**src/logic/trig_hub_config.svh**
```systemverilog
`ifndef TRIG_HUB_CONFIG_SVH
`define TRIG_HUB_CONFIG_SVH

// Token and record field widths
`define TOKEN_W          10
`define SEQ_W            5

// Hold after reset before the core runs
`define POWERUP_CYCLES   64

// Record FIFO towards event memory
`define TOKQ_DEPTH       8
`define INIT_CREDITS     4      // Granted by memory after reset

// Front-panel LED on-time in clocks
`define LED_HOLD         16

// Idle link word, K28.5 in the low byte
`define COMMA_WORD       16'h00BC

`endif

```
**src/logic/trig_hub_pkg.sv**
```systemverilog
`default_nettype none
`include "trig_hub_config.svh"

package trig_hub_pkg;

	// Record handed to event memory, 16 bits
	typedef struct packed {
		logic                err;      // Parity failed on the frame
		logic [`SEQ_W-1:0]   seq;      // Accepted record number, wraps
		logic [`TOKEN_W-1:0] token;    // Master trigger token
	} token_rec_t;

	// One word on the channel link
	typedef struct packed {
		logic [15:0] data;
		logic        kchar;            // Set for comma, clear for token
	} link_word_t;

	// Controller states
	typedef enum logic [1:0] {
		ST_POWERUP  = 2'd0,            // Core held in reset
		ST_DISABLED = 2'd1,            // Enable bit low
		ST_ARMED    = 2'd2,            // Records go to memory
		ST_INHIBIT  = 2'd3             // Inhibit line high
	} hub_state_e;

endpackage

`default_nettype wire

```
**src/logic/hub_ctrl.sv**
```systemverilog
`default_nettype none
`include "trig_hub_config.svh"

module hub_ctrl
	import trig_hub_pkg::*;
(
	input  wire        CLK125,
	input  wire        reset_i,
	input  wire        enable_i,
	input  wire        inhibit_i,
	output logic       accept_o,
	output logic       core_rst_o,
	output hub_state_e state_o
);

	localparam int PU_W = $clog2(`POWERUP_CYCLES + 1);
	localparam logic [PU_W-1:0] PU_LAST = PU_W'(`POWERUP_CYCLES - 1);

	hub_state_e      state;
	hub_state_e      run_state;        // Target once the hold is over
	logic [PU_W-1:0] pu_cnt;           // Clocks spent in the hold

	// Enable low beats inhibit
	always_comb begin
		if (!enable_i)
			run_state = ST_DISABLED;
		else if (inhibit_i)
			run_state = ST_INHIBIT;
		else
			run_state = ST_ARMED;
	end

	always_ff @(posedge CLK125) begin
		if (reset_i) begin
			state  <= ST_POWERUP;
			pu_cnt <= '0;
		end else begin
			case (state)
				ST_POWERUP: begin
					pu_cnt <= pu_cnt + 1'b1;
					if (pu_cnt == PU_LAST)
						state <= run_state;    // Hold done
				end
				default: state <= run_state;   // Track inputs one clock late
			endcase
		end
	end

	assign core_rst_o = (state == ST_POWERUP);
	assign accept_o   = (state == ST_ARMED);
	assign state_o    = state;

	////////////////////////////////////////////////////////////
	// Checks

	// No record may pass while the datapath is still held
	a_no_accept_in_rst: assert property (@(posedge CLK125) disable iff (reset_i)
		core_rst_o |-> !accept_o);

endmodule

`default_nettype wire

```
**src/logic/led_stretch.sv**
```systemverilog
`default_nettype none
`include "trig_hub_config.svh"

module led_stretch (
	input  wire  CLK125,
	input  wire  reset_i,
	input  wire  pulse_i,
	output logic led_o
);

	localparam int HOLD_W = $clog2(`LED_HOLD + 1);

	logic [HOLD_W-1:0] hold_cnt;       // Clocks left to stay lit

	// A live pulse lights the LED even while the core is held in reset
	always_ff @(posedge CLK125) begin
		if (pulse_i)
			hold_cnt <= HOLD_W'(`LED_HOLD);   // Retrigger
		else if (reset_i)
			hold_cnt <= '0;
		else if (hold_cnt != '0)
			hold_cnt <= hold_cnt - 1'b1;
	end

	assign led_o = (hold_cnt != '0);

endmodule

`default_nettype wire

```
**src/logic/token_queue.sv**
```systemverilog
`default_nettype none
`include "trig_hub_config.svh"

module token_queue
	import trig_hub_pkg::*;
(
	input  wire                 CLK125,
	input  wire                 reset_i,
	input  wire                 accept_i,
	input  wire                 tok_rdy_i,
	input  wire                 tok_err_i,
	input  wire                 mem_credit_i,
	input  wire [`TOKEN_W-1:0]  token_i,
	output token_rec_t          rec_o,
	output logic                rec_valid_o,
	output logic                overflow_o
);

	localparam int PTR_W = $clog2(`TOKQ_DEPTH);
	localparam int CNT_W = $clog2(`TOKQ_DEPTH + 1);
	localparam int CR_W  = $clog2(`INIT_CREDITS + 1);
	localparam logic [PTR_W-1:0] LAST_SLOT = PTR_W'(`TOKQ_DEPTH - 1);

	token_rec_t        fifo_mem [`TOKQ_DEPTH];
	logic [PTR_W-1:0]  wr_ptr;
	logic [PTR_W-1:0]  rd_ptr;
	logic [CNT_W-1:0]  fill;           // Records waiting
	logic [CR_W-1:0]   credits;        // Free slots on memory side
	logic [`SEQ_W-1:0] seq;
	logic              take;           // Token arrived while armed
	logic              full;
	logic              push;
	logic              pop;

	assign take = tok_rdy_i & accept_i;
	assign full = (fill == CNT_W'(`TOKQ_DEPTH));
	assign push = take & ~full;
	assign pop  = (fill != '0) & (credits != '0);  // Send only against a credit

	always_ff @(posedge CLK125) begin
		if (push)
			fifo_mem[wr_ptr] <= '{err: tok_err_i, seq: seq, token: token_i};
	end

	////////////////////////////////////////////////////////////
	// Pointers, fill, sequence and credits

	always_ff @(posedge CLK125) begin
		if (reset_i) begin
			wr_ptr      <= '0;
			rd_ptr      <= '0;
			fill        <= '0;
			seq         <= '0;
			credits     <= CR_W'(`INIT_CREDITS);
			overflow_o  <= 1'b0;
			rec_valid_o <= 1'b0;
		end else begin
			if (push)
				wr_ptr <= (wr_ptr == LAST_SLOT) ? '0 : wr_ptr + 1'b1;
			if (pop)
				rd_ptr <= (rd_ptr == LAST_SLOT) ? '0 : rd_ptr + 1'b1;
			fill <= fill + CNT_W'(push) - CNT_W'(pop);
			if (take)
				seq <= seq + 1'b1;           // Dropped records leave a gap
			if (take & full)
				overflow_o <= 1'b1;          // Sticky until reset
			credits     <= credits - CR_W'(pop) + CR_W'(mem_credit_i);
			rec_valid_o <= pop;
		end
	end

	always_ff @(posedge CLK125) begin
		if (pop)
			rec_o <= fifo_mem[rd_ptr];
	end

	// Every record sent was covered by a credit
	a_credit_send: assert property (@(posedge CLK125) disable iff (reset_i)
		rec_valid_o |-> $past(credits) != '0);

	// Memory never returns more than it granted
	a_credit_bound: assert property (@(posedge CLK125) disable iff (reset_i)
		credits <= CR_W'(`INIT_CREDITS));

endmodule

`default_nettype wire

```
**src/logic/token_rx.sv**
```systemverilog
`default_nettype none
`include "trig_hub_config.svh"

module token_rx
	import trig_hub_pkg::*;
(
	input  wire                      CLK125,
	input  wire                      reset_i,
	input  wire                      ser_trig_i,
	output link_word_t               link_o,
	output logic                     tok_rdy_o,
	output logic                     tok_err_o,
	output logic [`TOKEN_W-1:0]      token_o
);

	localparam int CNT_W = $clog2(`TOKEN_W + 2);
	localparam logic [CNT_W-1:0] PAR_BIT = CNT_W'(`TOKEN_W + 1);

	logic [CNT_W-1:0]    bit_cnt;      // Zero while idle and eleven at the parity bit
	logic [`TOKEN_W-1:0] shreg;        // Token bits MSB first
	logic                frame_end;    // Parity bit on the line now
	logic                par_err;

	assign frame_end = (bit_cnt == PAR_BIT);
	assign par_err   = ^{shreg, ser_trig_i};   // Odd ones over token plus parity

	////////////////////////////////////////////////////////////
	// Deserializer

	always_ff @(posedge CLK125) begin
		if (reset_i)
			bit_cnt <= '0;
		else if (frame_end)
			bit_cnt <= '0;                   // Back to idle
		else if (bit_cnt != '0 || ser_trig_i)
			bit_cnt <= bit_cnt + 1'b1;       // Start bit or next data bit
	end

	always_ff @(posedge CLK125) begin
		if (bit_cnt != '0 && !frame_end)
			shreg <= {shreg[`TOKEN_W-2:0], ser_trig_i};
	end

	////////////////////////////////////////////////////////////
	// Link framer

	always_ff @(posedge CLK125) begin
		if (reset_i) begin
			link_o    <= '{data: `COMMA_WORD, kchar: 1'b1};
			tok_rdy_o <= 1'b0;
			tok_err_o <= 1'b0;
		end else begin
			tok_rdy_o <= frame_end;
			tok_err_o <= frame_end & par_err;    // Only valid with tok_rdy
			if (frame_end)
				link_o <= '{data: {5'b10000, par_err, shreg}, kchar: 1'b0};
			else
				link_o <= '{data: `COMMA_WORD, kchar: 1'b1};  // Fill between tokens
		end
	end

	always_ff @(posedge CLK125) begin
		if (frame_end)
			token_o <= shreg;
	end

	// A data word on the link is always the one framed token
	a_kchar_tok: assert property (@(posedge CLK125) disable iff (reset_i)
		!link_o.kchar |-> tok_rdy_o && link_o.data[15:11] == 5'b10000);

endmodule

`default_nettype wire

```
**src/logic/trig_hub_top.sv**
```systemverilog
`default_nettype none
`include "trig_hub_config.svh"

module trig_hub_top (
	input  wire                      CLK125,
	input  wire                      reset_i,
	input  wire                      ser_trig_i,
	input  wire                      enable_i,
	input  wire                      inhibit_i,
	input  wire                      mem_credit_i,
	output trig_hub_pkg::link_word_t link_o,
	output trig_hub_pkg::token_rec_t rec_o,
	output wire                      rec_valid_o,
	output wire [2:0]                led_o
);

	wire                        accept;     // Armed, records go to memory
	wire                        core_rst;   // Power-up hold
	trig_hub_pkg::hub_state_e   hub_state;
	wire                        tok_rdy;
	wire                        tok_err;
	wire [`TOKEN_W-1:0]         token;
	wire                        overflow;   // Record FIFO lost a token

	hub_ctrl u_hub_ctrl (
		.CLK125     (CLK125),
		.reset_i    (reset_i),
		.enable_i   (enable_i),
		.inhibit_i  (inhibit_i),
		.accept_o   (accept),
		.core_rst_o (core_rst),
		.state_o    (hub_state)
	);

	////////////////////////////////////////////////////////////
	// Token path, serial in to link and memory

	token_rx u_token_rx (
		.CLK125     (CLK125),
		.reset_i    (core_rst),
		.ser_trig_i (ser_trig_i),
		.link_o     (link_o),
		.tok_rdy_o  (tok_rdy),
		.tok_err_o  (tok_err),
		.token_o    (token)
	);

	token_queue u_token_queue (
		.CLK125       (CLK125),
		.reset_i      (core_rst),
		.accept_i     (accept),
		.tok_rdy_i    (tok_rdy),
		.tok_err_i    (tok_err),
		.mem_credit_i (mem_credit_i),
		.token_i      (token),
		.rec_o        (rec_o),
		.rec_valid_o  (rec_valid_o),
		.overflow_o   (overflow)
	);

	////////////////////////////////////////////////////////////
	// Front-panel LEDs

	led_stretch u_led_err (             // Yellow, trouble or reset
		.CLK125  (CLK125),
		.reset_i (core_rst),
		.pulse_i (tok_err | overflow | core_rst),
		.led_o   (led_o[0])
	);

	led_stretch u_led_tok (             // Master trigger seen
		.CLK125  (CLK125),
		.reset_i (core_rst),
		.pulse_i (tok_rdy),
		.led_o   (led_o[1])
	);

	led_stretch u_led_arm (
		.CLK125  (CLK125),
		.reset_i (core_rst),
		.pulse_i (hub_state == trig_hub_pkg::ST_ARMED),
		.led_o   (led_o[2])
	);

endmodule

`default_nettype wire

```
**config.mk**
```make
export PLATFORM = sky130hd
export DESIGN_NAME = trig_hub_top
export DESIGN_NICKNAME = d
export VERILOG_FILES = /design/src/logic/trig_hub_pkg.sv /design/src/logic/hub_ctrl.sv /design/src/logic/led_stretch.sv /design/src/logic/token_queue.sv /design/src/logic/token_rx.sv /design/src/logic/trig_hub_top.sv
export VERILOG_INCLUDE_DIRS = /design/src /design/src/logic
export SDC_FILE = /design/constraint.sdc
export NUM_CORES = 1
export LEC_CHECK = 0
export ABC_CLOCK_PERIOD_IN_PS = 5600
export BUFFER_PORTS_ARGS = -buffer_cell sky130_fd_sc_hd__buf_2
export CELL_PAD_IN_SITES_DETAIL_PLACEMENT = 0
export CELL_PAD_IN_SITES_GLOBAL_PLACEMENT = 1
export CORE_MARGIN = 2
export CORE_UTILIZATION = 50
export DETAILED_ROUTE_END_ITERATION = 10
export PLACE_DENSITY = 0.8
export SYNTH_ARGS = -nofsm -noshare
export SYNTH_HDL_FRONTEND = slang
export SYNTH_SLANG_ARGS = --single-unit
```
**constraint.sdc**
```tcl
create_clock -name CLK125 -period 5.6 [get_ports CLK125]
set_input_delay 0 -clock CLK125 [delete_from_list [all_inputs] [get_ports CLK125]]
set_output_delay 0 -clock CLK125 [all_outputs]
set_load 0.05 [all_outputs]
```
==> results of run 1 <==
==> flip-flops by register name, summed over array words and instances (netlist names), 5 cells and up <==
| name | cells |
|---|---|
| u_token_queue.fifo_mem | 128 |
| u_token_queue.seq | 5 |
| u_token_rx.link_o | 12 |
| u_token_rx.shreg | 10 |
| u_led_arm.hold_cnt | 5 |
| u_led_tok.hold_cnt | 5 |
| u_token_queue.rec_o | 16 |
| u_led_err.hold_cnt | 5 |
| u_token_rx.token_o | 10 |
| u_hub_ctrl.pu_cnt | 7 |
==> repair_timing <==
| item | in CTS | in global routing |
|---|---|---|
| setup buffers | 0 | 0 |
| endpoints found under the hold margin | 13 | 0 |
| hold buffers | 6 | 0 |
==> metrics by stage <==
step           util, %  total power, mW  setup WS (ps)  cell area [µm²]
2_1_floorplan        -            1.825           2581             8642
3_3_place_gp     53.29            1.826           3173             9089
3_5_place_dp     53.29            1.827           3029             9089
4_1_cts          58.05            3.308           3016             9901
5_1_grt          58.05            3.372           2850             9901
6_report         58.05            3.279           2997             9901
==> layout by cell type (no fill, tap or decap), drive strengths merged, types with 10 or more instances in the layout <==
| cell | count |
|---|---|
| ha | 19 |
| a21oi | 10 |
| dfxtp | 62 |
| and2 | 11 |
| nor2 | 37 |
| mux2 | 16 |
| clkbuf | 35 |
| inv | 25 |
| nor3 | 13 |
| xnor2 | 24 |
| nand2 | 17 |
| mux4 | 32 |
| buf | 46 |
| edfxtp | 164 |
==> power groups by stage <==
stage	registers (mW)	clock network (mW)	logic, mW
floorplan	1.81	0	0.0155
global placement	1.81	0	0.0161
detailed placement	1.81	0	0.0168
CTS	1.77	1.51	0.0199
global route	1.77	1.58	0.0219
finish	1.77	1.49	0.0199
==> cells in the mapped netlist, types with 2 or more instances <==
master,instances
edfxtp_1,164
dfxtp_1,62
nor2_1,36
mux4_2,32
inv_1,25
xnor2_1,24
ha_1,19
nand2_1,17
mux2_2,16
nor3_1,13
and2_1,11
a21oi_1,10
buf_4,9
clkbuf_1,8
or2_2,7
xor2_1,7
nand4_1,6
mux2i_1,5
buf_2,4
nor2b_1,3
nor4_1,3
o21ai_0,3
or3_1,3
a21o_1,2
and3_1,2
buf_1,2
fa_1,2
nand2b_1,2
nand3_1,2
nand3b_1,2
nor3b_1,2
or3b_2,2
==> logic make-up (layout without fill, tap and decap cells) <==
family,count (synthesis),after routing
adders and majority gates,21,21
muxes,53,53
xor gates and xnor gates,32,32
and+or+nand+nor,114,114
DFF,226,226
buffers and inverters,49,117
AOI/OAI and AO/OA,21,21
other,1,4
==> worst paths after layout <==
kind              slack, ps                       endpoint  cells past startpoint
hold reg to reg         460          u_led_err.hold_cnt[4]                      1
setup reg to reg       3000  u_token_queue.fifo_mem[6][11]                      6
setup / recovery       3000  u_token_queue.fifo_mem[6][11]                      6
hold / removal          290            u_token_rx.shreg[0]                      2
==> final cells by class <==
type                       count  area (µm²)  share of cell area [%]
tap                          225       281.5                   2.843
timing repair buffer          52       310.3                   3.134
multi-input combinational    245        2295                   23.18
sequential                   226        6168                   62.30
clock buffer                  35       724.4                   7.317
inverter                      25       93.84                  0.9478
clock inverter                 5       27.53                  0.2780
==> routing by layer <==
layer  track usage, %  part of all wire [%]  vias up
met4            4.282                   1.3        0
li1                 -                     -     2013
met5                0                     0        -
met1            22.11                    44     2145
met3            3.105                   4.8       19
met2            28.76                    49       94
==> critical path, cell delays in order, from the launching register on <==
cell	delay (ps)
dfxtp_1	440
and3b_1	360
a21bo_1	400
inv_1	190
nand2_1	140
nor2_1	470
buf_4	300
==> flow_summary_export.csv, run 1 <==
group,metric,value,unit
power_and_ir_drop,seqPwrFrac,54.1,%
final_layout,instances_no_fill,813,
final_layout,n_antenna_cell,0,
floorplanning,dieHeight,135.4,µm
drt,routed_wl,14860,µm
drt,vias_per_cell,5.253,
power_and_ir_drop,pwr-share-comb,0.6,%
floorplanning,coreArea,0.01706,mm²
timing,finalSetupViolations,0,
final_layout,nets,599,
synthesis,synth_enable_flop_cells,164,
final_layout,nFillCells,1320,
global_route,grt_start_max_net_pins,36,
synthesis,synth-simple-area-share,6.683,%
place,port_buffers,38,
worst_hold_path,hp-start,"ser_trig_i",
place,place_inst,767,
drt,drt_iter0_markers,305,
setup_path,r2r-start,"u_token_rx.tok_rdy_o",
clock_tree,cts_tree,"built",
power_and_ir_drop,p_int,2.670,mW
synthesis,synthArstFlopShare,0,%
synthesis,synth_cells,517,
setup_path,worst_ep_required_time,5790,ps
synthesis,syn_area,0.008631,mm²
global_route,antenna_found_initial,0,
timing,max_freq,384.2,MHz
power_and_ir_drop,p_switching,0.6093,mW
floorplanning,start_util,50.60,%
timing,clock_skew,14.56,ps
synthesis,synth_top_area_share,57.06,%
timing,slew_violations,0,
drt,drc,0,
synthesis,avgSynthCellArea,16.69,µm²
timing,hold_viol,0,
place,dp_hpwl,9221,µm
synthesis,synth_xor_area_share,3.407,%
power_and_ir_drop,peakVddDrop,207.5,µV
floorplanning,rows,48,
drt,ant_nets,0,
clock_tree,cts.htree.levels,1,
synthesis,yosysTopAreaCell,"edfxtp_1",
setup_path,cp-end-kind,"register",
clock_tree,numCtsBuffers,22,
power_and_ir_drop,pwr-share-clk,45.3,%
synthesis,yosys_warnings,0,
drt,dr_total_vias,4271,
synthesis,synth_compound_area_share,1.522,%
clock_tree,clkTransAtPathRegs,70,ps
clock_tree,root_buffer,"clkbuf_16",
outcome,status,"completed",
timing,post-route-min-period,2603,ps
timing,fin_crit_sh,46.48,%
worst_hold_path,hold_path_class,"input pin to register",
synthesis,synth_top_family_by_area,"multiplexers",
drt,wl_per_cell,18.28,µm
setup_path,cp_max_fo,11,
final_layout,drive_gt1_share,25.17,%
synthesis,ys_ff_latch,226,
drt,drt-pass1-iter-count,4,
timing,worstMarginPinSlew,1004,ps
setup_path,worstSetupPathType,"register to register",
global_route,overflow,0,
global_route,globalRouteTotalUtil,16.70,%
setup_path,crit_start,"u_token_rx.tok_rdy_o",
place,gp_congestion,0.7752,
floorplanning,fp.dieW,135.4,µm
clock_tree,clockBufferDepth,3,
synthesis,synth_fa_ha_area_share,3.218,%
timing,fin_hold_ws,288.8,ps
floorplanning,die_area,0.01833,mm²
synthesis,yosysSeqAreaShare,71.44,%
clock_tree,ctsResizeCount,0,
synthesis,netlist_top_cells_area,"edfxtp_1 (57%), dfxtp_1 (14%), mux4_2 (8.4%)",
global_route,grt_pass1_wl,23660,µm
clock_tree,numClockSinks,226,
setup_path,critPathLaunchType,"register",
power_and_ir_drop,power-per-cell-area,331.2,mW/mm²
clock_tree,insertion_delay,500,ps
setup_path,cp.arrival,2790,ps
synthesis,synthFlopType,"edfxtp_1",
floorplanning,io_pins,43,
timing,grt_setup_unrepaired,"false",
synthesis,muxShareOfSynthArea,11.02,%
power_and_ir_drop,p_sw_share,18.58,%
flow_run,cap_violations,0,
global_route,grt_pass1_vias,4493,
timing,slew_headroom,32.87,%
final_layout,synthToLayoutAreaGrowth,14.71,%
power_and_ir_drop,p_leak,3.420,nW
synthesis,synthDistinctLibCells,44,
timing,setup_tns,0,ps
(Power assumes the default switching activity.)
==> inputs of run 2 (changes only) <==
ABC_CLOCK_PERIOD_IN_PS = 2200   (was 5600)
CORE_UTILIZATION = 47   (was 50)
PLACE_DENSITY = 0.79   (was 0.8)
clock period = 2.2 ns   (was 5.6 ns; I/O delays follow)
==> flow_summary_export.csv, run 2 (synthesis results as in run 1) <==
group,metric,value,unit
floorplanning,fp.dieW,139.5,µm
final_layout,layout_common_cells,"edfxtp_1 (164), dfxtp_1 (61), buf_2 (38)",
clock_tree,numCtsBuffers,23,
drt,wl_per_cell,17.71,µm
timing,worstMarginPinSlew,658.7,ps
setup_path,cp-end-kind,"primary output",
floorplanning,dieHeight,139.5,µm
final_layout,top_register,"u_token_queue.fifo_mem",
worst_hold_path,hold_path_class,"input pin to register",
place,gp_congestion,0.7397,
clock_tree,cts_tree,"built",
worst_hold_path,hp-start,"ser_trig_i",
clock_tree,cts_setup_buffers,0,
floorplanning,die_area,0.01946,mm²
global_route,grt_pass1_wl,23960,µm
drt,ant_nets,0,
drt,drt_iter0_markers,234,
global_route,overflow,0,
clock_tree,numClockSinks,226,
floorplanning,coreArea,0.01796,mm²
flow_run,cap_violations,0,
final_layout,n_antenna_cell,0,
timing,finalSetupViolations,0,
timing,fin_crit_sh,94.25,%
setup_path,cp_max_fo,4,
final_layout,instances_no_fill,829,
drt,drc,0,
final_layout,nets,610,
timing,slew_violations,0,
timing,grt_setup_unrepaired,"false",
final_layout,drive_gt1_share,26.50,%
global_route,grt_pass1_vias,4607,
setup_path,path_buf_inv,3,
setup_path,cp_slowest_stage_delay,480,ps
worst_hold_path,whs_endpoint,"u_token_rx.shreg[0]",
place,dp_hpwl,8798,µm
setup_path,worst_ep_required_time,2200,ps
setup_path,crit_family,"simple AND/OR/NAND/NOR gates",
setup_path,worst_r2r_endpoint,"u_token_queue.credits[2]",
final_layout,top_regs,"u_token_queue.fifo_mem x128, u_token_queue.rec_o x16, u_token_rx.link_o x12",
clock_tree,clkTransAtPathRegs,60,ps
power_and_ir_drop,power-per-cell-area,823.7,mW/mm²
setup_path,r2r-start,"u_token_queue.fill[2]",
timing,max_freq,482.3,MHz
floorplanning,rows,49,
drt,drt-pass1-iter-count,4,
final_layout,synthToLayoutAreaGrowth,17.08,%
global_route,globalRouteTotalUtil,15.50,%
power_and_ir_drop,totalPowerFinal,8.323,mW
timing,clock_skew,19.20,ps
timing,slew_headroom,55.93,%
setup_path,worstSetupPathType,"register to primary output",
worst_hold_path,whs_path_depth,2,
clock_tree,root_buffer,"clkbuf_16",
setup_path,rrSetupSlack,130,ps
final_layout,layout_commonest_cell,"edfxtp_1",
timing,hold_viol,0,
clock_tree,clockBufferDepth,3,
drt,routed_wl,14680,µm
outcome,status,"completed",
setup_path,crit_start,"u_led_err.hold_cnt[0]",
setup_path,crit_top_cell,"inv_1",
clock_tree,insertion_delay,510,ps
final_layout,largest_reg_flops,128,
setup_path,critPathLaunchType,"register",
power_and_ir_drop,peakVddDrop,530.6,µV
timing,post-route-min-period,2073,ps
clock_tree,cts.htree.levels,1,
setup_path,crit_chain,"inv_1 > ha_1 > or3b_2 > nor2_2 > inv_1 > buf_2",
power_and_ir_drop,p_leak,3.481,nW
drt,dr_total_vias,4366,
setup_path,cp.arrival,2070,ps
floorplanning,start_util,48.05,%
global_route,antenna_found_initial,0,
place,place_inst,779,
setup_path,rr_worst_depth,10,
global_route,grt_start_max_net_pins,36,
place,port_buffers,38,
drt,vias_per_cell,5.267,
floorplanning,io_pins,43,
setup_path,slowest_stage,"or3b_2",
run 2: metal layers:
metal / part of all wire, % / track usage, % / wire length (µm)
met1: 44 / 20.68 / 6463
met2: 49 / 26.16 / 7139
met3: 5.2 / 2.856 / 757
met4: 2.2 / 4.625 / 323
met5: 0 / 0 / 0
run 2: worst max-delay path by stage:
stage | to | slack [ps] | cells after the start
3_3_place_gp | u_token_queue.credits[2] | 140 | 9
6_report | led_o[0] | 130 | 6
3_5_place_dp | u_token_queue.credits[2] | 70 | 9
2_1_floorplan | u_token_queue.fifo_mem[2][0] | -390 | 5
5_1_grt | u_token_queue.credits[2] | 30 | 10
4_1_cts | led_o[0] | 20 | 6
run 2: final cells by class:
cell class,count,area (µm²)
flip-flops and latches,226,6167
inverters,25,93.84
multi-input cells,245,2310
repair buffers,62,515.5
well taps,229,286.5
fillers,1378,7859
clock inverters,8,95.09
clock buffers,34,636.9
run 2: through the flow:
step,setup TNS (ps),hold slack [ps],utilization (%),area [µm²],setup slack [ps]
3_3_place_gp,0,231.2,51.68,9283,139.5
6_report,0,266.4,56.25,10100,126.6
2_1_floorplan,-21030,98.87,-,8681,-391.4
3_5_place_dp,0,235.3,51.68,9283,72.10
5_1_grt,0,263.2,56.25,10100,31.69
4_1_cts,0,250.8,56.20,10090,18.48
run 2: repair_timing:
| item | CTS | global route |
|---|---|---|
| hold endpoints to repair | 13 | 0 |
| resized for setup | 0 | 3 |
| hold buffers | 8 | 0 |
| setup endpoints to repair | 0 | 2 |
run 2: power by group:
part	internal (mW)	leakage (nW)	switching, mW	total, mW
logic	0.0212	1.12	0.0297	0.0509
registers	4.51	2.01	0.00601	4.52
clock network	2.24	0.355	1.51	3.75
==> inputs of run 3 (changes only) <==
CORE_MARGIN = default   (was 2)
SYNTH_HIERARCHICAL = 1   (was default)
==> flow_summary_export.csv, run 3 <==
group,metric,value,unit
drt,routed_wl,15790,µm
timing,worst_slack,47.77,ps
drt,dr_total_vias,4708,
drt,vias_per_cell,5.449,
setup_path,worstSetupPathType,"register to register",
final_layout,seqCellArea,0.006168,mm²
place,dp_slack,-121.0,ps
clock_tree,clkTransAtPathRegs,60,ps
setup_path,critPathLaunchType,"register",
place,place_area,0.009651,mm²
timing,clock_skew,16.74,ps
clock_tree,insertion_delay,510,ps
final_layout,layout_common_cells,"edfxtp_1 (164), dfxtp_1 (60), buf_2 (38)",
final_layout,post-route-util,56.41,%
timing,fin_hold_ws,277.8,ps
synthesis,avgSynthCellArea,16.98,µm²
flow_run,cap_violations,0,
final_layout,multi_input_area,0.002736,mm²
global_route,overflow,0,
floorplanning,die_area,0.01967,mm²
drt,dr_wl_met3,558,µm
power_and_ir_drop,totalPowerFinal,8.358,mW
setup_path,cp_max_fo,3,
final_layout,nFillCells,1402,
drt,drc,0,
synthesis,synthTopCellsByCount,"edfxtp_1 (164), dfxtp_1 (62), mux2_2 (24)",
place,dp_hpwl,9878,µm
final_layout,n_antenna_cell,0,
floorplanning,rows,50,
synthesis,synthFlopType,"edfxtp_1",
global_route,globalRouteTotalUtil,16.60,%
synthesis,syn_area,0.008982,mm²
clock_tree,cts_tree,"built",
clock_tree,cts.htree.levels,1,
drt,routed-wl-met2,7923,µm
timing,slew_headroom,36.04,%
timing,hold_viol,0,
drt,top_layer_used,"met4",
place,port_buffers,38,
clock_tree,numClockSinks,226,
synthesis,synthDistinctLibCells,52,
floorplanning,dieHeight,140.2,µm
timing,setup_tns,0,ps
outcome,status,"completed",
power_and_ir_drop,peakVddDrop,495.3,µV
final_layout,nets,638,
synthesis,synth_top_area_share,54.83,%
synthesis,yosysTopAreaCell,"edfxtp_1",
drt,ant_nets,0,
final_layout,drive_gt1_share,27.94,%
floorplanning,start_util,48.02,%
setup_path,rr_worst_depth,9,
synthesis,synthArstFlopShare,0,%
power_and_ir_drop,power-per-cell-area,792.0,mW/mm²
setup_path,cp-end-kind,"register",
synthesis,yosysSeqAreaShare,68.64,%
synthesis,synth_enable_flop_cells,164,
timing,slew_violations,0,
floorplanning,coreArea,0.01871,mm²
final_layout,largest_reg_flops,128,
synthesis,yosys_warnings,6,
clock_tree,clockBufferDepth,3,
global_route,grt_pass1_vias,4768,
final_layout,layout_commonest_cell,"edfxtp_1",
clock_tree,root_buffer,"clkbuf_16",
global_route,grt_start_max_net_pins,33,
worst_hold_path,hold_path_class,"input pin to register",
synthesis,ys_ff_latch,226,
global_route,antenna_found_initial,0,
place,place_inst,812,
synthesis,synth_cells,529,
synthesis,synth.most_common_cell,"edfxtp_1",
final_layout,final_design_area_no_fill,0.01055,mm²
place,gp_congestion,0.7222,
worst_hold_path,whs_path_depth,2,
setup_path,worst_ep_required_time,2630,ps
drt,wl_per_cell,18.27,µm
drt,drt_iter0_markers,279,
final_layout,synthToLayoutAreaGrowth,17.48,%
power_and_ir_drop,p_leak,3.685,nW
setup_path,cp.arrival,2580,ps
final_layout,top_regs,"u_token_queue/fifo_mem x128, u_token_queue/rec_o x16, u_token_rx/link_o x13",
final_layout,instances_no_fill,864,
drt,drt-pass1-iter-count,4,
clock_tree,numCtsBuffers,23,
synthesis,netlist_top_cells_area,"edfxtp_1 (55%), dfxtp_1 (14%), mux4_1 (6.4%)",
floorplanning,io_pins,43,
timing,post-route-min-period,2152,ps
timing,finalSetupViolations,0,
drt,drt-met1-wl,7003,µm
final_layout,top_register,"u_token_queue/fifo_mem",
timing,worstMarginPinSlew,956.3,ps
global_route,grt_pass1_wl,25210,µm
timing,fin_crit_sh,97.83,%
timing,max_freq,464.6,MHz
floorplanning,fp.dieW,140.2,µm
==> run 3: final cells by class <==
type                    count  share of cell area [%]
clock buffers              25                   5.525
clock inverters            17                   1.494
inverters                  22                  0.8418
multi-input cells         264                   25.93
flip-flops and latches    226                   58.45
well taps                 234                   2.774
repair buffers             76                   4.980
==> run 3: cells by family (layout without fill, tap and decap cells) <==
logic type               after synthesis  after routing  synth area share (%)
multiplexers                          60             60                 12.41
adder cells (fa/ha/maj)               19             19                 2.814
AO/OA/AOI/OAI                         37             37                 2.772
XOR/XNOR                              21             21                 2.201
buffers and inverters                 42            140                 2.438
other                                  1              4               0.04175
flip-flops                           226            226                 68.64
AND/OR/NAND/NOR                      123            123                 8.678
==> run 3: worst max-delay path: stages (launching register included) <==
cell        delay, ps
dfxtp_2           330
inv_4              70
ha_4              120
or3b_4            390
nand2_4            80
clkinvlp_4        110
xnor2_2           140
ha_2              210
fa_2              520
nor2b_1           120
==> run 3: what timing repair did <==
item,4_1_cts,5_1_grt
endpoints found under the setup margin,22,19
resized for setup,6,8
pin swaps,0,4
hold buffers,5,0
setup buffers,0,5
endpoints found under the hold margin,11,0
==> run 3: report_power, final <==
part | internal (mW) | leakage (nW) | switching (mW)
Clock | 2.26 | 0.365 | 1.53
Combinational | 0.0209 | 1.30 | 0.0301
Sequential | 4.51 | 2.02 | 0.00585
==> run 3: path summary, 6_finish.rpt <==
path	from	to	slack, ps
worst min register to register	u_token_queue/overflow_o	u_token_queue/overflow_o	470
worst max register to register	u_token_queue/fill[2]	u_token_queue/fill[1]	50
worst min-delay path	ser_trig_i	u_token_rx/shreg[0]	280
worst max-delay path	u_token_queue/fill[2]	u_token_queue/fill[1]	50
==> run 3: per-layer routing <==
| layer | up-vias | track usage, % |
|---|---|---|
| met4 | 0 | 4.685 |
| met3 | 24 | 2.735 |
| met5 | - | 0 |
| met2 | 93 | 28.61 |
| met1 | 2385 | 21.77 |
| li1 | 2206 | - |
